### src/rc4_pkg.sv
`default_nettype none

package rc4_pkg;

    localparam int MAX_MSG_LEN = 32;                   // Size of the ciphertext store
    localparam int KEY_BYTES   = 3;                    // Secret key length in bytes

    typedef logic [7:0]  byte_t;                       // Data or keystream byte
    typedef logic [7:0]  sbox_addr_t;                  // S-box index
    typedef logic [23:0] rc4_key_t;                    // Secret key, MSB byte is key byte 0
    typedef logic [$clog2(MAX_MSG_LEN)-1:0] msg_idx_t; // Message byte index

    // One keystream byte on its way from the generator to the XOR stage
    typedef struct packed {
        logic  last;                                   // Final byte of the message
        byte_t data;                                   // Keystream byte
    } ks_beat_t;

    typedef struct packed {
        msg_idx_t index;                               // Target ciphertext slot
        byte_t    data;                                // Ciphertext byte
    } ct_write_t;

    typedef struct packed {
        msg_idx_t index;                               // Plaintext position
        byte_t    data;                                // Plaintext byte
    } pt_beat_t;

    // Keystream producer FSM
    typedef enum logic [3:0] {
        IDLE,                                          // Waiting for start after reset
        FILL,                                          // S[i] = i
        KSA_RD_I,                                      // Issue read of S[i]
        KSA_RD_J,                                      // New j, issue read of S[j]
        KSA_WR_I,                                      // S[i] <= old S[j]
        KSA_WR_J,                                      // S[j] <= old S[i]
        PRGA_RD_I,
        PRGA_RD_J,
        PRGA_WR_I,
        PRGA_WR_J,
        PRGA_RD_K,                                     // Read S[S[i]+S[j]]
        PRGA_PUSH,                                     // Hand keystream byte to the FIFO
        DONE                                           // Run finished, restartable
    } ks_state_e;

endpackage

`default_nettype wire
### src/rc4_decrypt_top.sv
`default_nettype none

module rc4_decrypt_top #(
    parameter int MSG_LEN    = 32,              // Bytes decrypted per run
    parameter int FIFO_DEPTH = 4                // Keystream buffer depth
) (
    input  logic               clk,
    input  logic               reset_n,
    input  logic               start,
    input  rc4_pkg::rc4_key_t  secret_key,
    input  logic               ct_load,
    input  rc4_pkg::ct_write_t ct_in,
    output logic               pt_valid,
    output rc4_pkg::pt_beat_t  pt_out,
    output logic               done
);
    import rc4_pkg::*;

    logic      ks_push;
    ks_beat_t  ks_wdata;
    logic      ks_pop;
    ks_beat_t  ks_rdata;
    logic      ks_full;
    logic      ks_empty;

    // Producer with its own S-box
    rc4_keystream #(
        .MSG_LEN (MSG_LEN)
    ) u_keystream (
        .clk        (clk),
        .reset_n    (reset_n),
        .start      (start),
        .secret_key (secret_key),
        .full       (ks_full),
        .ks_push    (ks_push),
        .ks_wdata   (ks_wdata)
    );

    keystream_fifo #(
        .FIFO_DEPTH (FIFO_DEPTH)
    ) u_fifo (
        .clk     (clk),
        .reset_n (reset_n),
        .push    (ks_push),
        .wdata   (ks_wdata),
        .pop     (ks_pop),
        .rdata   (ks_rdata),
        .full    (ks_full),
        .empty   (ks_empty)
    );

    // Consumer with the ciphertext store
    rc4_xor_stage u_xor (
        .clk      (clk),
        .reset_n  (reset_n),
        .start    (start),
        .ct_load  (ct_load),
        .ct_in    (ct_in),
        .empty    (ks_empty),
        .ks_rdata (ks_rdata),
        .ks_pop   (ks_pop),
        .pt_valid (pt_valid),
        .pt_out   (pt_out),
        .done     (done)
    );

endmodule

`default_nettype wire

### src/rc4_xor_stage.sv
`default_nettype none

module rc4_xor_stage (
    input  logic               clk,
    input  logic               reset_n,
    input  logic               start,           // Only taken when no run is active
    input  logic               ct_load,
    input  rc4_pkg::ct_write_t ct_in,
    input  logic               empty,           // FIFO has nothing to pop
    input  rc4_pkg::ks_beat_t  ks_rdata,        // FIFO head beat
    output logic               ks_pop,
    output logic               pt_valid,
    output rc4_pkg::pt_beat_t  pt_out,
    output logic               done
);
    import rc4_pkg::*;

    byte_t     ct_mem [MAX_MSG_LEN];            // Ciphertext store
    msg_idx_t  rd_idx;                          // Next byte to decrypt
    msg_idx_t  idx_q;
    byte_t     ct_q;                            // Registered ciphertext read
    ks_beat_t  ks_q;                            // Popped keystream beat
    logic      busy;                            // Run in progress
    logic      accept;

    assign accept = start && !busy;
    assign ks_pop = !empty;                     // Output has no back-pressure

    assign pt_out = '{index: idx_q, data: ct_q ^ ks_q.data};

    // Ciphertext memory and the pop pipeline stage
    always_ff @(posedge clk) begin
        if (ct_load) begin
            ct_mem[ct_in.index] <= ct_in.data;
        end
        if (ks_pop) begin
            ct_q  <= ct_mem[rd_idx];
            ks_q  <= ks_rdata;
            idx_q <= rd_idx;
        end
    end

    always_ff @(posedge clk) begin
        if (!reset_n) begin
            rd_idx   <= '0;
            pt_valid <= 1'b0;
            done     <= 1'b0;
            busy     <= 1'b0;
        end else begin
            pt_valid <= ks_pop;                 // Emit one cycle after the pop
            if (accept) begin
                rd_idx <= '0;
                done   <= 1'b0;
                busy   <= 1'b1;
            end else begin
                if (ks_pop) rd_idx <= rd_idx + 1'b1;
                if (pt_valid && ks_q.last) begin
                    done <= 1'b1;               // Rises after the final strobe
                    busy <= 1'b0;
                end
            end
        end
    end

endmodule

`default_nettype wire

### src/keystream_fifo.sv
`default_nettype none

module keystream_fifo #(
    parameter int FIFO_DEPTH = 4
) (
    input  logic               clk,
    input  logic               reset_n,
    input  logic               push,
    input  rc4_pkg::ks_beat_t  wdata,
    input  logic               pop,
    output rc4_pkg::ks_beat_t  rdata,           // Head beat, combinational
    output logic               full,
    output logic               empty
);
    import rc4_pkg::*;

    localparam int PTR_W = (FIFO_DEPTH > 1) ? $clog2(FIFO_DEPTH) : 1;
    localparam int CNT_W = $clog2(FIFO_DEPTH + 1);

    ks_beat_t          mem [FIFO_DEPTH];
    logic [PTR_W-1:0]  wr_ptr;
    logic [PTR_W-1:0]  rd_ptr;
    logic [CNT_W-1:0]  count;                   // Occupancy
    logic              do_push;
    logic              do_pop;

    function automatic logic [PTR_W-1:0] next_ptr(input logic [PTR_W-1:0] p);
        return (p == PTR_W'(FIFO_DEPTH - 1)) ? '0 : p + 1'b1; // Wrap for any depth
    endfunction

    assign do_push = push && !full;             // Overflow push is dropped
    assign do_pop  = pop && !empty;
    assign full    = (count == CNT_W'(FIFO_DEPTH));
    assign empty   = (count == '0);
    assign rdata   = mem[rd_ptr];

    always_ff @(posedge clk) begin
        if (do_push) begin
            mem[wr_ptr] <= wdata;
        end
    end

    always_ff @(posedge clk) begin
        if (!reset_n) begin
            wr_ptr <= '0;
            rd_ptr <= '0;
            count  <= '0;
        end else begin
            if (do_push) wr_ptr <= next_ptr(wr_ptr);
            if (do_pop)  rd_ptr <= next_ptr(rd_ptr);
            case ({do_push, do_pop})
                2'b10:   count <= count + 1'b1;
                2'b01:   count <= count - 1'b1;
                default: count <= count;        // Both or neither
            endcase
        end
    end

endmodule

`default_nettype wire

### src/rc4_keystream.sv
`default_nettype none

module rc4_keystream #(
    parameter int MSG_LEN = 32                      // Keystream bytes per run
) (
    input  logic               clk,
    input  logic               reset_n,
    input  logic               start,               // Accepted in IDLE or DONE only
    input  rc4_pkg::rc4_key_t  secret_key,          // Held for the whole run
    input  logic               full,                // FIFO cannot take a beat
    output logic               ks_push,
    output rc4_pkg::ks_beat_t  ks_wdata
);
    import rc4_pkg::*;

    ks_state_e   state;
    sbox_addr_t  i;                                 // RC4 index i
    sbox_addr_t  j;                                 // RC4 index j
    byte_t       si;                                // Captured S[i]
    byte_t       sj;                                // Captured S[j]
    logic [1:0]  key_sel;                           // i mod KEY_BYTES
    msg_idx_t    cnt;                               // Keystream bytes pushed so far
    logic        last_byte;
    byte_t       key_byte;
    byte_t       j_next;

    sbox_addr_t  sb_addr;
    byte_t       sb_wdata;
    logic        sb_wren;
    byte_t       sb_rdata;

    s_box_ram u_s_box (
        .clk   (clk),
        .addr  (sb_addr),
        .wdata (sb_wdata),
        .wren  (sb_wren),
        .rdata (sb_rdata)
    );

    assign key_byte  = secret_key[8 * (KEY_BYTES - 1 - key_sel) +: 8]; // Byte 0 is bits 23:16
    assign last_byte = (cnt == msg_idx_t'(MSG_LEN - 1));

    // j update, key byte only added in the key schedule
    assign j_next = j + sb_rdata + ((state == KSA_RD_J) ? key_byte : 8'd0);

    assign ks_push  = (state == PRGA_PUSH) && !full;
    assign ks_wdata = '{last: last_byte, data: sb_rdata}; // S[S[i]+S[j]] sits on rdata

    // S-box port control
    always_comb begin
        sb_addr  = i;
        sb_wdata = sb_rdata;
        sb_wren  = 1'b0;
        case (state)
            FILL: begin
                sb_wdata = i;                       // Identity permutation
                sb_wren  = 1'b1;
            end
            KSA_RD_J, PRGA_RD_J: begin
                sb_addr = j_next;                   // Fetch S[j] with the new j
            end
            KSA_WR_I, PRGA_WR_I: begin
                sb_wren = 1'b1;                     // S[i] gets S[j] straight off rdata
            end
            KSA_WR_J, PRGA_WR_J: begin
                sb_addr  = j;
                sb_wdata = si;
                sb_wren  = 1'b1;
            end
            PRGA_RD_K, PRGA_PUSH: begin
                sb_addr = si + sj;                  // Address held so rdata stays put in a stall
            end
            default: begin
                sb_addr = i;
            end
        endcase
    end

    always_ff @(posedge clk) begin
        if (!reset_n) begin
            state   <= IDLE;
            i       <= '0;
            j       <= '0;
            key_sel <= '0;
            cnt     <= '0;
        end else begin
            case (state)
                IDLE, DONE: begin
                    if (start) begin
                        state <= FILL;
                        i     <= '0;
                    end
                end
                FILL: begin
                    i <= i + 8'd1;
                    if (i == 8'hFF) begin
                        state   <= KSA_RD_I;        // i wraps back to 0
                        j       <= '0;
                        key_sel <= '0;
                    end
                end
                KSA_RD_I: state <= KSA_RD_J;
                KSA_RD_J: begin
                    si    <= sb_rdata;
                    j     <= j_next;
                    state <= KSA_WR_I;
                end
                KSA_WR_I: begin
                    sj    <= sb_rdata;
                    state <= KSA_WR_J;
                end
                KSA_WR_J: begin
                    key_sel <= (key_sel == 2'(KEY_BYTES - 1)) ? 2'd0 : key_sel + 2'd1;
                    if (i == 8'hFF) begin
                        state <= PRGA_RD_I;
                        i     <= 8'd1;              // First generator step uses i = 1
                        j     <= '0;
                        cnt   <= '0;
                    end else begin
                        i     <= i + 8'd1;
                        state <= KSA_RD_I;
                    end
                end
                PRGA_RD_I: state <= PRGA_RD_J;
                PRGA_RD_J: begin
                    si    <= sb_rdata;
                    j     <= j_next;
                    state <= PRGA_WR_I;
                end
                PRGA_WR_I: begin
                    sj    <= sb_rdata;
                    state <= PRGA_WR_J;
                end
                PRGA_WR_J: state <= PRGA_RD_K;
                PRGA_RD_K: state <= PRGA_PUSH;
                PRGA_PUSH: begin
                    if (!full) begin                // Stall here while the FIFO is full
                        cnt <= cnt + 1'b1;
                        i   <= i + 8'd1;
                        state <= last_byte ? DONE : PRGA_RD_I;
                    end
                end
                default: state <= IDLE;
            endcase
        end
    end

endmodule

`default_nettype wire

### src/s_box_ram.sv
`default_nettype none

module s_box_ram (
    input  logic                 clk,
    input  rc4_pkg::sbox_addr_t  addr,      // Shared read and write address
    input  rc4_pkg::byte_t       wdata,
    input  logic                 wren,
    output rc4_pkg::byte_t       rdata      // Registered read data
);
    import rc4_pkg::*;

    localparam int DEPTH = 2 ** $bits(sbox_addr_t); // 256 state bytes

    byte_t mem [DEPTH];                             // RC4 state array

    // Single port with read-before-write, like the FPGA block RAM
    always_ff @(posedge clk) begin
        if (wren) begin
            mem[addr] <= wdata;                     // Write takes the port
        end
        rdata <= mem[addr];                         // Old contents on a write cycle
    end

endmodule

`default_nettype wire

### config.mk
export PLATFORM = sky130hd
export DESIGN_NAME = rc4_decrypt_top
export DESIGN_NICKNAME = d
export VERILOG_FILES = /design/src/rc4_pkg.sv /design/src/rc4_decrypt_top.sv /design/src/rc4_xor_stage.sv /design/src/keystream_fifo.sv /design/src/rc4_keystream.sv /design/src/s_box_ram.sv
export SDC_FILE = /design/constraint.sdc
export NUM_CORES = 2
export LEC_CHECK = 0
export BUFFER_PORTS_ARGS = -buffer_cell sky130_fd_sc_hd__buf_2
export CORE_MARGIN = 5
export CORE_UTILIZATION = 55
export CTS_CLUSTER_DIAMETER = 80
export DETAILED_ROUTE_END_ITERATION = 10
export GPL_ROUTABILITY_DRIVEN = 1
export PLACE_DENSITY = 0.81
export SLEW_MARGIN = 10
export SYNTH_ARGS = -nofsm -noshare
export SYNTH_HDL_FRONTEND = slang
export SYNTH_SLANG_ARGS = --single-unit
### constraint.sdc
create_clock -name clk -period 10.8 [get_ports clk]
set_input_delay 1.08 -clock clk [delete_from_list [all_inputs] [get_ports clk]]
set_output_delay 1.08 -clock clk [all_outputs]
set_load 0.01 [all_outputs]
Word-level counts from Yosys, hierarchy flattened:

Memory sizes are Yosys's and may differ from the RTL's. A register that Yosys moved wholly into a read port is not among the register bits.
Index checks and enable logic that the tools add are counted.

* logic and storage cells: 123
* output and inout port bits: 15
* memory bits (writable): 2340
* bits in latches: 0
* memories kept: 3
* input port bits: 41
* bits in registers: 63
* bits in read-only memories: 0

Memory list
* u_keystream.u_s_box.mem: depth 256, width 8, read ports 1, clocked after Yosys merged registers in 1, wr ports 1, RTL line s_box_ram.sv:14 `byte_t mem [DEPTH];`
* u_xor.ct_mem: depth 32, width 8, read ports 1, clocked after Yosys merged registers in 1, wr ports 1, RTL line rc4_xor_stage.sv:18 `byte_t ct_mem [MAX_MSG_LEN];`
* u_fifo.mem: depth 4, width 9, read ports 1, clocked after Yosys merged registers in 1, wr ports 1, RTL line keystream_fifo.sv:20 `ks_beat_t mem [FIFO_DEPTH];`

* eq/ne operators: 25
* reductions and logical operators: 32
* $lt $le $gt $ge: 0
* multipliers: 0
* divide/modulo/power cells: 0
* bitwise gates (word level): 2
* shift-type cells: 1
* muxes and demuxes: 33
* add/subtract/negate cells: 12

Operators with widths (number)
* $pmux 4 s12: 1
* $mux 8: 5
* $shiftx 24x33->8: 1
* $pmux 8 s2: 2
* $pmux 8 s4: 1
* $add 8x8->8: 3
* $pmux 8 s3: 1
* $eq 4x4->1 const B: 5
* $eq 4x3->1 const B: 4
* $mux 4: 4
* $reduce_or 2->1: 7
* $add 5x1->5 const B: 2
* $mux 5: 2
* $pmux 5 s2: 1
* $reduce_bool 2->1: 5
* $mux 1: 9
* $reduce_and 3->1: 3
* $add 8x1->8 const B: 1
* $eq 2x2->1 const B: 4
* $eq 4x2->1 const B: 2
* $eq 8x8->1 const B: 1
* $mux 2: 4
* $reduce_and 2->1: 4
* $xor 8x8->8: 1
* other kinds (20): 32

Logic depth before layout (Yosys ltp):

* depth in word-level cells: 6
* mapped depth: 27
* mapped depth without buffers: 20

Cells and area by module:

A second synthesis with hierarchy kept.

* cell total of the unflattened synthesis: 4515
* area, all modules: 94524.4 µm²

By module, submodules not included
* s_box_ram: sequential area each 61659.1 µm², instances 1, cells an instance 3547, area an instance 78492.8 µm²
* rc4_xor_stage: sequential area each 8508.2 µm², instances 1, cells an instance 470, area an instance 10935.5 µm²
* rc4_keystream: sequential area each 1021.0 µm², instances 1, cells an instance 395, area an instance 3309.4 µm²
* keystream_fifo: sequential area each 1261.2 µm², instances 1, cells an instance 103, area an instance 1786.7 µm²

Worst setup path after synthesis:

Ideal clock, no wire load.

* path kind: flip-flop to flip-flop
* start: register u_keystream.key_sel[0]
* end: memory u_keystream.u_s_box.mem[95][0] in the netlist's numbering (enable)
* clock period less this slack: 5.793 ns
* path buffers: 7
* required time: 10.430 ns
* setup time: 0.370 ns
* arrival time: 5.423 ns
* setup slack: 5.007 ns
* stages on the path, launching flop included: 26
* cells stage by stage: dfxtp_1 clkbuf_1 clkbuf_1 inv_1 ha_1 buf_2 buf_1 mux2i_1 o21ai_0 nand2_1 fa_1 inv_1 ha_1 inv_1 fa_1 nor2b_1 o21a_1 o21a_1 nor3_1 a221o_1 nor3_2 clkbuf_1 buf_4 nand4_1 buf_2 nor2_1

* longest elaborated chain between the ends: 5

RTL lines
* from (decl): RTL line rc4_keystream.sv:21 `logic [1:0] key_sel;`
* from (signal assigned): RTL line rc4_keystream.sv:113 `key_sel <= (key_sel == 2'(KEY_BYTES - 1)) ? 2'd0 : key_sel + 2'd1;`
* $sub 2x2->3: RTL line rc4_keystream.sv:40 `assign key_byte = secret_key[8 * (KEY_BYTES - 1 - key_sel) +: 8];`
* $shiftx 24x33->8: RTL line rc4_keystream.sv:40
* $mux 8: RTL line rc4_keystream.sv:44 `assign j_next = j + sb_rdata + ((state == KSA_RD_J) ? key_byte : 8'd0);`
* $add 8x8->8: RTL line rc4_keystream.sv:44
* $pmux 8 s3: RTL line rc4_keystream.sv:54 `case (state)`
* to (decl): RTL line s_box_ram.sv:14

No other way between the ends.

Worst setup path after layout:

* start: register u_keystream.key_sel[0]
* end: memory u_keystream.u_s_box.mem[49][3] in the netlist's numbering (enable)

Same word-level chain as after synthesis.

==> key figures <==
Run status
  • Status: finished with violations
  • Failing checks: DRC

Yosys
  • Post-Synth Adder-Cell Area: 0.592%
  • Main combinational cell family by area after synthesis: simple AND/OR/NAND/NOR gates
  • Sequential area share after synthesis: 74.5%
  • Post-synth EDFFs: 2378
  • Warnings from Yosys: 0
  • Post-synthesis xor/xnor area fraction: 0.279%
  • Simple-gate share of the synthesized area: 12.4%
  • Post-synth top flop: edfxtp_1
  • Mux cell area share after synthesis: 2.51%
  • Syn nets: 7165
  • Synth async-reset ratio: 0%
  • Post-Syn Area: 0.0972 mm²
  • Syn Area/Cell: 13.7 µm²
  • Flops & latches, synth: 2428
  • Compound-gate portion of the synthesized area: 7.23%
  • Post-synthesis cell count: 7084
  • Synth cell types: 71

Placement
  • Worst slack, placed: 3.34 ns
  • PortBufs: 55
  • HPWL Detailed: 143 mm
  • Placed Cells: 9078
  • Final Wtd Congestion: 0.886

Power and ir drop
  • Pwr Total: 23.0 mW
  • Peak VDD IR: 0.184 mV
  • Leak: 35.4 nW
  • Pwr Density: 216 mW/mm²

Timing
  • WHS: 0.482 ns
  • RSZ-0062 raised after global routing: false
  • Clk_skew: 0.0698 ns
  • Slew Viols, Final: 0
  • Setup TNS: 0 ns
  • F_max: 0.128 GHz
  • Period utilization: 72.6%
  • Final hold vios: 0
  • Least-Margin Pin Slew: 1.36 ns
  • Final setup viols: 0
  • Final worst slack: 2.96 ns
  • Final Critical Period: 7.84 ns
  • Worst rel slew slack: 8.90%

Die
  • Core area: 0.176 mm²
  • Die height: 430 µm
  • Ports: 56
  • Row cnt: 154
  • Initial Util: 55.2%
  • Width of the die: 430 µm
  • DIE AREA: 0.185 mm²

Route
  • DRC errors left: 2
  • DRT Pass-1 Iters: 10
  • Final wirelength: 253 mm
  • Vias per cell: 6.50
  • Routed Antenna Nets: 0
  • DR vias: 61728
  • Drt wl/cell: 26.6 µm
  • First DRT Iteration DRCs: 10203

CTS
  • Num CTS Buffers: 223
  • CTS max path bufs: 3
  • Post-cts sizing count: 0
  • Hold buffers post-CTS: 0
  • Setup bufs post-CTS: 0
  • Clock sink count: 2428
  • Reg clk slew, reported paths: 0.07 ns
  • H-tree levels: 4
  • Clock latency on the worst-skew pair: 0.88 ns
  • CTS tree: done
  • Root buffer cell: clkbuf_16

Setup path
  • Worst Reg-to-Reg Cells: 17
  • Largest stage delay on the critical path: 1.00 ns
  • Critical Path RT: 11.25 ns
  • Crit-path slowest cell: nand2_2
  • CP Max Fanout: 113
  • RR Endpoint: u_keystream.u_s_box.mem[49][3]
  • Crit end category: flip-flop
  • R2R Path Start: u_keystream.key_sel[0]
  • CP startpoint kind: flip-flop
  • CP cell instances: inv_1, ha_1, mux2i_1, o21ai_0, and2_1, fa_1, ha_1, inv_1, fa_1, nor2b_1, nor3_1, a211o_1, a21o_1, a21oi_4, buf_12, nand2_2, nor2_1
  • Reg-to-reg setup timing slack: 2.96 ns
  • Crit Path Category: reg -> reg
  • Arr. time, crit path: 8.29 ns

Flow run
  • Max-cap violations: 0

Worst hold path
  • Hold Path Stages: 2
  • Min-delay src: u_xor.done
  • Min-delay worst type: reg -> reg
  • WHS Endpoint: u_xor.done

Global route
  • Largest net degree at the start of global routing: 215
  • Vias in the first global route: 59479
  • First-pass GRT wire length: 376 mm
  • Grt ovf: 0
  • Initial antenna violation count: 6
  • Total GRT Usage: 26.7%

Layout
  • Final net count: 7044
  • Share of cells above drive strength 1: 8.60%
  • Synthesis-to-layout area growth: 9.57%
  • Layout Cells excl Fill: 9495
  • Fill cells: 12297
[flip-flops by register name, summed over array words and instances, names as in the netlist]
register                   count
u_xor.pt_valid                 1
u_keystream.cnt                5
u_keystream.sj                 8
u_keystream.si                 8
u_fifo.count                   3
u_fifo.mem                    36
u_keystream.u_s_box.rdata      8
u_keystream.key_sel            2
u_xor.ct_q                     8
u_xor.busy                     1
u_keystream.j                  8
u_keystream.state              4
u_xor.done                     1
u_keystream.u_s_box.mem     2048
u_xor.rd_idx                   5
u_fifo.wr_ptr                  2
u_fifo.rd_ptr                  2
u_xor.ks_q                     9
u_keystream.i                  8
u_xor.idx_q                    5
u_xor.ct_mem                 256
[layer usage]
layer / part of all wire (%) / GRT usage, % / wire (µm) / vias to the layer above
met1: 35 / 36.6 / 89400 / 29981
met3: 13 / 6.62 / 34000 / 744
met2: 46 / 41.2 / 117000 / 4789
met5: 0.010 / 0 / 26 / -
met4: 4.7 / 11.6 / 12000 / 4
li1: - / - / - / 26210
[placed cells by master (no fill, tap or decap), drive strengths merged, types with 7 or more instances in the layout]
cell type / instances
mux2i: 33
nor2b: 14
a21boi: 12
ha: 30
a22o: 8
a21oi: 480
nor3: 23
bufinv: 20
edfxtp: 2378
xor2: 20
xnor2: 11
nand2: 1710
clkinv: 106
a2111oi: 7
o31a: 7
mux4: 89
and3: 31
nand3: 644
and4: 11
a221o: 8
clkinvlp: 13
mux2: 9
a32o: 7
nand4: 60
clkbuf: 270
a21o: 8
o21ai: 25
dfxtp: 50
and2: 23
a22oi: 226
fa: 10
nor2: 323
a221oi: 16
a31oi: 61
inv: 44
a32oi: 171
buf: 142
[critical path, delay by kind of cell, from the launching register on]
family | cells | cell delay (ns)
AOI/OAI and AO/OA | 4 | 1.38
buffers and inverters | 3 | 0.70
and+or+nand+nor | 5 | 2.35
DFF | 1 | 0.67
adders and majority gates | 4 | 1.85
muxes | 1 | 0.25
[cell type report]
class,count,area [µm²],area share (%)
diodes,5,12.5,0.0118
inverters,41,154,0.145
multi-input cells,4127,22600,21.2
well taps,2340,2930,2.75
flip-flops and latches,2428,72400,68.0
repair buffers,142,1060,0.993
clock buffers,270,5900,5.54
clock inverters,142,1430,1.34
[synthesized netlist by cell type (all sizes together), types with 7 or more instances]
cell type	number	share of area, %
a2111oi	7	0.11
a21boi	12	0.093
a21o	8	0.062
a21oi	480	2.5
a221o	8	0.082
a221oi	16	0.14
a22o	8	0.072
a22oi	226	1.7
a31oi	61	0.39
a32o	7	0.072
a32oi	171	1.5
and2	23	0.15
and3	31	0.20
and4	11	0.099
buf	353	1.8
clkbuf	135	0.52
dfxtp	50	1.0
edfxtp	2378	73
fa	10	0.21
ha	30	0.39
inv	39	0.15
mux2	9	0.10
mux2i	33	0.34
mux4	89	2.1
nand2	1710	6.6
nand3	644	3.3
nand4	60	0.39
nor2	323	1.2
nor2b	14	0.090
nor3	23	0.13
o21ai	25	0.13
o31a	7	0.063
xnor2	11	0.099
xor2	20	0.18
[report_power, final]
group          internal (mW)  switching [mW]
clock                   4.38            3.47
combinational          0.761            2.73
sequential              11.5           0.159
[kinds of logic (layout without fill, tap and decap cells)]
group	Yosys count	in the layout
simple gates	2863	2863
flops	2428	2428
compound gates	1062	1062
buf+inv	529	595
mux	131	131
fa+ha+maj	40	40
xor+xnor	31	31
other cells	0	5
[how the worst max path moves through the flow]
| stage | start | end | slack (ns) | cells past startpoint |
|---|---|---|---|---|
| floorplan | u_keystream.key_sel[0] | u_keystream.u_s_box.mem[95][0] | 5.01 | 25 |
| global placement | u_keystream.key_sel[0] | u_keystream.u_s_box.mem[177][4] | 3.47 | 17 |
| detailed placement | u_keystream.key_sel[0] | u_keystream.u_s_box.mem[177][5] | 3.34 | 17 |
| CTS | u_keystream.key_sel[0] | u_keystream.u_s_box.mem[49][6] | 3.28 | 17 |
| global route | u_keystream.key_sel[0] | u_keystream.u_s_box.mem[49][6] | 2.80 | 17 |
| finish | u_keystream.key_sel[0] | u_keystream.u_s_box.mem[49][3] | 2.96 | 17 |
[metrics by stage]
step                      instance area (µm²)  utilization, %
after CTS                              106000            60.5
after detailed placement                99100            56.3
after floorplan                         97200               -
after global placement                  99100            56.3
after global routing                   106000            60.5
final                                  106000            60.5
Power figures use the tool's default switching activity.
